$ cat config.mk
export PLATFORM = sky130hd
export DESIGN_NAME = ifu_top
export DESIGN_NICKNAME = d
export VERILOG_FILES = /design/src/hdl/ifu_pkg.sv /design/src/hdl/ifu_fetch_ctrl.sv /design/src/hdl/ifu_word_align.sv /design/src/hdl/ifu_halfword_queue.sv /design/src/hdl/ifu_top.sv
export VERILOG_INCLUDE_DIRS = /design/src /design/src/hdl
export SDC_FILE = /design/constraint.sdc
export NUM_CORES = 1
export LEC_CHECK = 0
export BUFFER_PORTS_ARGS = -buffer_cell sky130_fd_sc_hd__buf_2
export CAP_MARGIN = 20
export CORE_MARGIN = 2
export CORE_UTILIZATION = 35
export DETAILED_ROUTE_END_ITERATION = 12
export GPL_TIMING_DRIVEN = 1
export PLACE_DENSITY = 0.54
export SLEW_MARGIN = 20
export SYNTH_ARGS = -nofsm -noshare
export SYNTH_HDL_FRONTEND = slang
export SYNTH_HIERARCHICAL = 1
export SYNTH_SLANG_ARGS = --single-unit
$ cat constraint.sdc
create_clock -name clk -period 5.85 [get_ports clk]
set_input_delay 0.8775 -clock clk [delete_from_list [all_inputs] [get_ports clk]]
set_output_delay 0.8775 -clock clk [all_outputs]
set_load 0.005 [all_outputs]
$ cat src/hdl/ifu_defs.svh
// Instruction fetch unit sizing macros
// Address and data widths, queue depth, transaction counter width

`ifndef IFU_DEFS_SVH
`define IFU_DEFS_SVH

// --------------------
// Widths
// --------------------

`define IFU_XLEN        32  // PC and address width
`define IFU_IMEM_DW     32  // Memory data word, two queue halfwords

// --------------------
// Buffering
// --------------------

// Must be a power of two, counted in halfwords
`define IFU_Q_HALVES    4

// All-ones means the outstanding counter is full
`define IFU_TXN_CNT_W   3

`endif

$ cat src/hdl/ifu_pkg.sv
// Instruction fetch unit shared types
// Memory response code, fetch state, queue write kind

package ifu_pkg;

    // --------------------
    // Memory side
    // --------------------

    typedef enum logic [1:0] {
        resp_idle = 2'b00,  // No response this cycle
        resp_ok   = 2'b01,  // Data word valid
        resp_err  = 2'b10   // Access error
    } mem_resp_e;

    // --------------------
    // Internal
    // --------------------

    typedef enum logic {
        st_idle,
        st_fetch
    } fetch_state_e;

    typedef enum logic [1:0] {
        wr_none,            // Nothing written
        wr_full,            // Both halves of the word
        wr_hi               // Upper half only
    } q_write_e;

endpackage

$ cat src/hdl/ifu_fetch_ctrl.sv
// Fetch controller: state machine, request address,
// outstanding and discard counters, request decision

`timescale 1ns/1ps
`include "ifu_defs.svh"

module ifu_fetch_ctrl (
    input  logic                                 clk,
    input  logic                                 rst_n,
    input  logic                                 new_pc_req,
    input  logic [`IFU_XLEN-1:0]                 new_pc,
    input  logic                                 stop_fetch,
    input  logic                                 imem_req_ack,
    input  ifu_pkg::mem_resp_e                   imem_resp,
    input  logic [$clog2(`IFU_Q_HALVES/2+1)-1:0] free_words,
    output logic                                 imem_req,
    output logic [`IFU_XLEN-1:0]                 imem_addr,
    output logic                                 keep_ok,
    output logic                                 keep_err,
    output logic                                 flush,
    output logic                                 ifu_busy
);

    import ifu_pkg::*;

    localparam int CNT_W = `IFU_TXN_CNT_W;

    fetch_state_e         state;
    logic [`IFU_XLEN-1:2] next_addr;     // Next sequential word
    logic [`IFU_XLEN-1:2] addr_base;
    logic [CNT_W-1:0]     pending;       // Accepted, not yet answered
    logic [CNT_W-1:0]     discard_cnt;   // Answers still to drop
    logic [CNT_W-1:0]     discard_next;
    logic [CNT_W-1:0]     kept_pending;
    logic                 is_ok;
    logic                 is_err;
    logic                 resp_any;
    logic                 discard;
    logic                 cnt_full;
    logic                 req_acc;

    // --------------------
    // Response decode
    // --------------------

    assign is_ok        = (imem_resp == resp_ok);
    assign is_err       = (imem_resp == resp_err);
    assign resp_any     = is_ok | is_err;
    assign discard      = |discard_cnt;
    assign keep_ok      = is_ok & ~discard;
    assign keep_err     = is_err & ~discard;
    assign flush        = new_pc_req | stop_fetch;
    assign ifu_busy     = (state == st_fetch);

    // --------------------
    // Request decision
    // --------------------

    assign cnt_full     = &pending;
    assign kept_pending = pending - discard_cnt;
    assign addr_base    = new_pc_req ? new_pc[`IFU_XLEN-1:2] : next_addr;

    // A redirect goes out at once, plain fetching needs queue room
    assign imem_req  = ~stop_fetch & ~cnt_full &
                       (new_pc_req | ((state == st_fetch) & (CNT_W'(free_words) > kept_pending)));
    assign imem_addr = {addr_base, 2'b00};
    assign req_acc   = imem_req & imem_req_ack;

    always_ff @(posedge clk or negedge rst_n) begin
        if (!rst_n) begin
            next_addr <= '0;
        end else if (req_acc) begin
            next_addr <= addr_base + 1'b1;
        end else if (new_pc_req) begin
            next_addr <= new_pc[`IFU_XLEN-1:2];
        end
    end

    // --------------------
    // Counters
    // --------------------

    always_ff @(posedge clk or negedge rst_n) begin
        if (!rst_n) begin
            pending <= '0;
        end else if (req_acc & ~resp_any) begin
            pending <= pending + 1'b1;
        end else if (resp_any & ~req_acc) begin
            pending <= pending - 1'b1;
        end
    end

    always_comb begin
        discard_next = discard_cnt;
        if (new_pc_req) begin
            discard_next = pending - CNT_W'(resp_any);   // New request is kept
        end else if (stop_fetch | keep_err) begin
            // Everything in flight after this cycle is dropped
            discard_next = pending - CNT_W'(resp_any) + CNT_W'(req_acc);
        end else if (discard & resp_any) begin
            discard_next = discard_cnt - 1'b1;
        end
    end

    always_ff @(posedge clk or negedge rst_n) begin
        if (!rst_n) begin
            discard_cnt <= '0;
        end else begin
            discard_cnt <= discard_next;
        end
    end

    // --------------------
    // FSM
    // --------------------

    always_ff @(posedge clk or negedge rst_n) begin
        if (!rst_n) begin
            state <= st_idle;
        end else begin
            case (state)
                st_idle: begin
                    if (new_pc_req & ~stop_fetch) begin
                        state <= st_fetch;
                    end
                end
                default: begin
                    if (stop_fetch | (keep_err & ~new_pc_req)) begin
                        state <= st_idle;
                    end
                end
            endcase
        end
    end

endmodule

$ cat src/hdl/ifu_word_align.sv
// Word aligner: classifies each kept response word into
// instruction parts and picks the queue write kind

`timescale 1ns/1ps
`include "ifu_defs.svh"

module ifu_word_align (
    input  logic                    clk,
    input  logic                    rst_n,
    input  logic                    new_pc_req,
    input  logic                    new_pc_odd,
    input  logic                    keep_ok,
    input  logic                    keep_err,
    input  logic [`IFU_IMEM_DW-1:0] imem_rdata,
    output ifu_pkg::q_write_e       wr_kind
);

    import ifu_pkg::*;

    localparam int HALF_W = `IFU_IMEM_DW / 2;

    // Named as upper half then lower half
    typedef enum logic [2:0] {
        wk_none,
        wk_rvi_full,
        wk_rvc_rvc,
        wk_rvi_lo_rvc,
        wk_rvc_rvi_hi,
        wk_rvi_lo_rvi_hi,
        wk_rvc_nv,          // Lower half skipped after odd redirect
        wk_rvi_lo_nv
    } word_kind_e;

    word_kind_e kind;
    logic       carry_hi;   // Previous word ended with a 32-bit lower half
    logic       odd_start;  // Pending word follows an odd redirect
    logic       carry_next;
    logic       lo_rvi;
    logic       hi_rvi;

    assign lo_rvi = &imem_rdata[1:0];
    assign hi_rvi = &imem_rdata[HALF_W +: 2];

    // --------------------
    // Classification
    // --------------------

    always_comb begin
        kind = wk_none;
        if (keep_ok) begin
            if (odd_start) begin
                kind = hi_rvi ? wk_rvi_lo_nv : wk_rvc_nv;
            end else if (carry_hi) begin
                kind = hi_rvi ? wk_rvi_lo_rvi_hi : wk_rvc_rvi_hi;
            end else if (lo_rvi) begin
                kind = wk_rvi_full;
            end else begin
                kind = hi_rvi ? wk_rvi_lo_rvc : wk_rvc_rvc;
            end
        end
    end

    assign carry_next = (kind == wk_rvi_lo_nv) | (kind == wk_rvi_lo_rvi_hi) |
                        (kind == wk_rvi_lo_rvc);

    always_comb begin
        wr_kind = wr_none;
        if (keep_err) begin
            wr_kind = wr_full;              // Error word always fully stored
        end else if (keep_ok) begin
            case (kind)
                wk_rvc_nv, wk_rvi_lo_nv: wr_kind = wr_hi;
                default:                 wr_kind = wr_full;
            endcase
        end
    end

    // --------------------
    // Carry state
    // --------------------

    always_ff @(posedge clk or negedge rst_n) begin
        if (!rst_n) begin
            carry_hi  <= 1'b0;
            odd_start <= 1'b0;
        end else if (new_pc_req) begin
            carry_hi  <= 1'b0;
            odd_start <= new_pc_odd;
        end else if (keep_ok | keep_err) begin
            carry_hi  <= carry_next;
            odd_start <= 1'b0;
        end
    end

endmodule

$ cat src/hdl/ifu_halfword_queue.sv
// Halfword queue with error flags and read/write pointers
// Assembles 16-bit and 32-bit instructions for the decode stage

`timescale 1ns/1ps
`include "ifu_defs.svh"

module ifu_halfword_queue (
    input  logic                                 clk,
    input  logic                                 rst_n,
    input  logic                                 flush,
    input  ifu_pkg::q_write_e                    wr_kind,
    input  logic                                 keep_err,
    input  logic [`IFU_IMEM_DW-1:0]              imem_rdata,
    input  logic                                 instr_ready,
    output logic [$clog2(`IFU_Q_HALVES/2+1)-1:0] free_words,
    output logic [`IFU_IMEM_DW-1:0]              instr,
    output logic                                 instr_err,
    output logic                                 instr_valid
);

    import ifu_pkg::*;

    localparam int HALF_W = `IFU_IMEM_DW / 2;
    localparam int DEPTH  = `IFU_Q_HALVES;
    localparam int ADR_W  = $clog2(DEPTH);
    localparam int PTR_W  = ADR_W + 1;
    localparam int OCC_W  = $clog2(DEPTH + 1);
    localparam int FREE_W = $clog2(DEPTH / 2 + 1);

    logic [HALF_W-1:0] q_data [DEPTH];
    logic              q_err  [DEPTH];
    logic [PTR_W-1:0]  rptr;
    logic [PTR_W-1:0]  wptr;
    logic [PTR_W-1:0]  rptr_next;
    logic [PTR_W-1:0]  wptr_p1;
    logic [OCC_W-1:0]  occ;         // Halfwords held
    logic [OCC_W-1:0]  free_h;      // Free halfwords after this read
    logic              q_empty;
    logic              occ_one;
    logic [HALF_W-1:0] head;
    logic [HALF_W-1:0] head_next;
    logic              head_err;
    logic              head_rvi;
    logic              rd_en;
    logic              rd_two;

    // --------------------
    // Head decode
    // --------------------

    assign occ       = OCC_W'(wptr - rptr);
    assign q_empty   = (rptr == wptr);
    assign occ_one   = (occ == OCC_W'(1));
    assign wptr_p1   = wptr + 1'b1;

    assign head      = q_data[rptr[ADR_W-1:0]];
    assign head_next = q_data[ADR_W'(rptr + 1'b1)];
    assign head_err  = q_err[rptr[ADR_W-1:0]];
    assign head_rvi  = &head[1:0];  // Low bits both one means 32 bits

    // A lone 32-bit lower half waits for its upper half unless it faulted
    assign instr_valid = ~q_empty & (~occ_one | ~head_rvi | head_err);
    assign instr_err   = ~q_empty & head_err;
    assign instr       = head_rvi ? {head_next, head} : `IFU_IMEM_DW'(head);

    // --------------------
    // Pointers
    // --------------------

    assign rd_en  = instr_valid & instr_ready;
    assign rd_two = (head_rvi | head_err) & ~occ_one;   // Faulted word dropped whole

    always_comb begin
        rptr_next = rptr;
        if (rd_en) begin
            rptr_next = rptr + (rd_two ? PTR_W'(2) : PTR_W'(1));
        end
    end

    assign free_h     = OCC_W'(DEPTH) - OCC_W'(wptr - rptr_next);
    assign free_words = FREE_W'(free_h >> 1);

    always_ff @(posedge clk or negedge rst_n) begin
        if (!rst_n) begin
            rptr <= '0;
            wptr <= '0;
        end else if (flush) begin
            rptr <= '0;
            wptr <= '0;
        end else begin
            rptr <= rptr_next;
            case (wr_kind)
                wr_full: wptr <= wptr + PTR_W'(2);
                wr_hi:   wptr <= wptr_p1;
                default: ;
            endcase
        end
    end

    // --------------------
    // Storage
    // --------------------

    always_ff @(posedge clk) begin
        if (!flush) begin
            case (wr_kind)
                wr_hi: begin
                    q_data[wptr[ADR_W-1:0]] <= imem_rdata[`IFU_IMEM_DW-1:HALF_W];
                    q_err[wptr[ADR_W-1:0]]  <= keep_err;
                end
                wr_full: begin
                    q_data[wptr[ADR_W-1:0]]    <= imem_rdata[HALF_W-1:0];
                    q_err[wptr[ADR_W-1:0]]     <= keep_err;
                    q_data[wptr_p1[ADR_W-1:0]] <= imem_rdata[`IFU_IMEM_DW-1:HALF_W];
                    q_err[wptr_p1[ADR_W-1:0]]  <= keep_err;
                end
                default: ;
            endcase
        end
    end

endmodule

$ cat src/hdl/ifu_top.sv
// Instruction fetch unit top level
// Fetch controller, word aligner and halfword queue

`timescale 1ns/1ps
`include "ifu_defs.svh"

module ifu_top (
    input  logic                    clk,
    input  logic                    rst_n,
    // Instruction memory
    output logic                    imem_req,
    input  logic                    imem_req_ack,
    output logic [`IFU_XLEN-1:0]    imem_addr,
    input  logic [`IFU_IMEM_DW-1:0] imem_rdata,
    input  ifu_pkg::mem_resp_e      imem_resp,
    // Core control
    input  logic                    new_pc_req,
    input  logic [`IFU_XLEN-1:0]    new_pc,
    input  logic                    stop_fetch,
    output logic                    ifu_busy,
    // Decode stage
    output logic [`IFU_IMEM_DW-1:0] instr,
    output logic                    instr_err,
    output logic                    instr_valid,
    input  logic                    instr_ready
);

    import ifu_pkg::*;

    localparam int FREE_W = $clog2(`IFU_Q_HALVES / 2 + 1);

    logic              keep_ok;
    logic              keep_err;
    logic              flush;
    q_write_e          wr_kind;
    logic [FREE_W-1:0] free_words;

    ifu_fetch_ctrl ctrl_i (
        .clk          (clk),
        .rst_n        (rst_n),
        .new_pc_req   (new_pc_req),
        .new_pc       (new_pc),
        .stop_fetch   (stop_fetch),
        .imem_req_ack (imem_req_ack),
        .imem_resp    (imem_resp),
        .free_words   (free_words),
        .imem_req     (imem_req),
        .imem_addr    (imem_addr),
        .keep_ok      (keep_ok),
        .keep_err     (keep_err),
        .flush        (flush),
        .ifu_busy     (ifu_busy)
    );

    ifu_word_align align_i (
        .clk        (clk),
        .rst_n      (rst_n),
        .new_pc_req (new_pc_req),
        .new_pc_odd (new_pc[1]),    // Halfword-aligned redirect
        .keep_ok    (keep_ok),
        .keep_err   (keep_err),
        .imem_rdata (imem_rdata),
        .wr_kind    (wr_kind)
    );

    ifu_halfword_queue queue_i (
        .clk         (clk),
        .rst_n       (rst_n),
        .flush       (flush),
        .wr_kind     (wr_kind),
        .keep_err    (keep_err),
        .imem_rdata  (imem_rdata),
        .instr_ready (instr_ready),
        .free_words  (free_words),
        .instr       (instr),
        .instr_err   (instr_err),
        .instr_valid (instr_valid)
    );

endmodule

==> run summary <==
Outcome: complete, no violations
Clock-pin slew on the worst setup and hold paths: 0.08 ns
Routability Congestion: 0.812
Number of top-level pins: 140
Congestion Overflow GR: 0
Crit path kind: flip-flop to primary output
Ys flop type: edfxtp_1
Wl on met1: 7770 µm
# nets final: 806
Internal: 1.53 mW
Combinational share of power: 25.2%
Netlist Area Pre-Place: 0.00736 mm²
Fmax: 175 MHz
Setup WS post-layout: 0.150 ns
Adder-cell area share of the yosys netlist: 5.51%
First-pass GRT wire length: 28100 µm
Pwr/cell area: 250 mW/mm²
Antenna-violating nets left: 0
Cells after synthesis: 565
Post-synthesis compound-gate area fraction: 5.12%
Flop pwr share: 43.6%
Die Y: 149 µm
CP endpoint kind: primary output
Final Critical Period: 5.70 ns
Std cell rows: 53
Synth cell types: 70
Met2 wire length: 8870 µm
Htree depth: 3
Core area: 0.0208 mm²
Final WL: 18000 µm
Max Root-Sink Buffers: 2
Crit path top cell by count: ha_2
Final slew viol count: 0
DR vias: 5058
Num CTS Buffers: 9
Initial DRC Count: 266
IR drop worst, VDD: 0.146 mV
CP Data Required Time: 4.97 ns
Met3 WL: 1170 µm
Largest net degree at the start of global routing: 45
Port Buffers: 136
Sequential cell area fraction in the yosys report: 42.7%
Ys async rst share: 39.3%
CP Max Fanout: 3
Net Sw Frac: 30.4%
Syn_area_per_cell: 13.0 µm²
Area Growth Syn to Fin: 19.2%
Hpwl dp: 12300 µm
Final worst-path cycle share: 97.4%
Simple-Gate Fraction of Synth Area: 11.5%
Clk network pwr share: 31.2%
Core Util, Final: 42.1%
WL/cell: 18.2 µm
Gr usage total: 16.2%
CP arrival: 4.82 ns
Critical path origin: queue_i/rptr[0]
Crit-path leading delay family: adder cells
Min-delay src: align_i/odd_start
Die ar.: 0.0222 mm²
Final hold vios: 0
Critical path startpoint category: flip-flop
DR DRC count: 0
Worst-margin pin slew: 1.11 ns
Synth Register Bits: 112
Clk_lat worst skew: 0.36 ns
Fraction of layout cells with a size suffix above 1: 46.7%
Worst hold slack: 0.558 ns
CP peak stage delay: 0.55 ns
Hold Path Class: flip-flop to flip-flop
RR Startpoint: queue_i/rptr[0]
Placed cell areas: 0.00836 mm²
Drt pass-1 iters: 4
Pre-CTS WS: 0.261 ns
Final instance area: 0.00877 mm²
Ys Warns: 6
Leakage power: 3.52 nW
CTS root buffer: clkbuf_16
Cell at the slowest stage of the critical path: fa_1
Worst Skew: 0.0129 ns
Post-synth EDFFs: 68
Initial antenna violation count: 1
Synth Area in XOR/XNOR: 5.09%
Mux cell area share after synthesis: 26.0%
Die Width: 149 µm
Total Negative Setup Slacks: 0 ns
DR top layer: met5
Rel. slew slack: 25.6%
TritonCTS clock tree: built
Max-Cap Viols: 0
Net Sw Power: 0.665 mW
Clock Sinks: 112
Main combinational cell family by area after synthesis: multiplexers
Final count of negative-setup-slack endpoints: 0
Crit path cell chain: ha_2 > fa_1 > nor3b_2 > mux2i_1 > nand2_1 > ha_2 > inv_1 > fa_1 > mux2i_1 > ha_1 > ha_2 > xnor2_2 > xnor2_1 > xnor2_1 > ha_1 > nor2b_1 > o2111a_2 > o21a_1 > buf_2
DR vias/cell: 5.14
Crit path buf inv count: 2
Vias in the first global route: 5239
Initial Util: 35.3%
==> logic make-up (layout without fill, tap and decap cells) <==
kind of cell / Yosys count / count (layout)
other: 1 / 3
and+or+nand+nor: 134 / 134
adders and majority gates: 30 / 30
muxes: 139 / 139
buffers and inverters: 63 / 206
DFF: 112 / 112
xor gates and xnor gates: 41 / 41
AOI/OAI and AO/OA: 45 / 45
==> timing repair <==
action	CTS	global route
setup buffers	0	2
endpoints found under the setup margin	0	4
hold buffers	0	0
gates resized for setup	0	7
==> placed cells by master (no fill, tap or decap), types with 5 or more instances in the layout <==
cell	instances
and3_1	14
buf_2	136
buf_4	16
clkbuf_16	10
dfrtp_1	42
edfxtp_1	68
ha_1	23
inv_1	33
mux2_2	85
mux2i_1	19
mux4_2	28
nand2_1	29
nand3_1	15
nand4_1	7
nor2_1	15
nor2b_1	5
nor4_2	10
o21ai_0	9
xnor2_1	22
xor2_1	17
==> stage by stage <==
stage | cells | power (mW)
2_1_floorplan | 566 | 1.36
3_3_place_gp | 964 | 1.51
3_5_place_dp | 964 | 1.53
4_1_cts | 980 | 2.22
5_1_grt | 984 | 2.33
6_report | 985 | 2.19
==> state kept, by name, indices dropped and copies added, names as in the netlist <==
register,count
ctrl_i/ifu_busy,1
ctrl_i/next_addr,30
ctrl_i/discard_cnt,3
queue_i/wptr,3
queue_i/rptr,3
ctrl_i/pending,3
queue_i/q_data,64
align_i/odd_start,1
queue_i/q_err,4
==> final timing paths <==
| path | end | slack, ns | cells after the start |
|---|---|---|---|
| max | imem_req | 0.15 | 19 |
| min | align_i/odd_start | 0.56 | 2 |
| max reg2reg | ctrl_i/pending[1] | 0.31 | 23 |
| min reg2reg | align_i/odd_start | 0.56 | 2 |
| max in group asynchronous | queue_i/rptr[0] | 4.79 | 2 |
| min in group asynchronous | ctrl_i/next_addr[15] | 0.60 | 2 |
==> power by group through the flow <==
stage / registers (mW) / logic (mW) / clock network, mW
after floorplan: 0.957 / 0.399 / 0
after global placement: 0.969 / 0.541 / 0
after detailed placement: 0.972 / 0.555 / 0
after CTS: 0.956 / 0.558 / 0.707
after global routing: 0.964 / 0.627 / 0.741
final: 0.954 / 0.552 / 0.684
==> worst reg2reg max path: cells and delay by family (launching register included) <==
family | cells | cell delay (ns)
AO/OA/AOI/OAI | 2 | 0.44
AND/OR/NAND/NOR | 3 | 0.46
buffers and inverters | 3 | 0.24
XOR/XNOR | 3 | 0.54
flip-flops | 1 | 0.44
multiplexers | 3 | 0.48
adder cells (fa/ha/maj) | 9 | 2.85
==> final cells by class <==
| type | count | area, µm² |
|---|---|---|
| antenna | 1 | 2.50 |
| clock buffer | 9 | 225 |
| clock inverter | 7 | 103 |
| fill | 1940 | 12100 |
| inverter | 35 | 131 |
| multi-input combinational | 391 | 3960 |
| sequential | 112 | 3150 |
| tap | 275 | 344 |
| timing repair buffer | 155 | 861 |
==> layer usage <==
layer | vias up | global-route usage [%]
li1 | 2400 | -
met1 | 2516 | 21.0
met2 | 131 | 27.6
met3 | 9 | 4.01
met4 | 2 | 3.76
met5 | - | 0
==> cells in the mapped netlist (all sizes together) (3+ instances only) <==
master / count / area (µm²)
nand4: 8 / 65.1
o211ai: 3 / 36.3
a22oi: 3 / 27.5
mux4: 31 / 709
edfxtp: 68 / 2040
nor2b: 5 / 31.3
nor3: 4 / 20.0
clkbuf: 5 / 18.8
mux2i: 20 / 204
nand3: 16 / 85.1
o21ai: 9 / 45.0
nand2: 31 / 121
nand2b: 3 / 18.8
nor2: 19 / 81.3
inv: 35 / 131
nor4: 14 / 150
a31oi: 3 / 18.8
dfrtp: 44 / 1100
mux2: 88 / 998
nand4b: 5 / 58.8
ha: 26 / 325
a211oi: 5 / 47.5
and3: 14 / 87.6
xor2: 17 / 149
a21oi: 8 / 40.0
fa: 4 / 80.1
nand3b: 3 / 35.0
and2: 3 / 18.8
buf: 23 / 144
xnor2: 23 / 201
(Power assumes the default switching activity.)
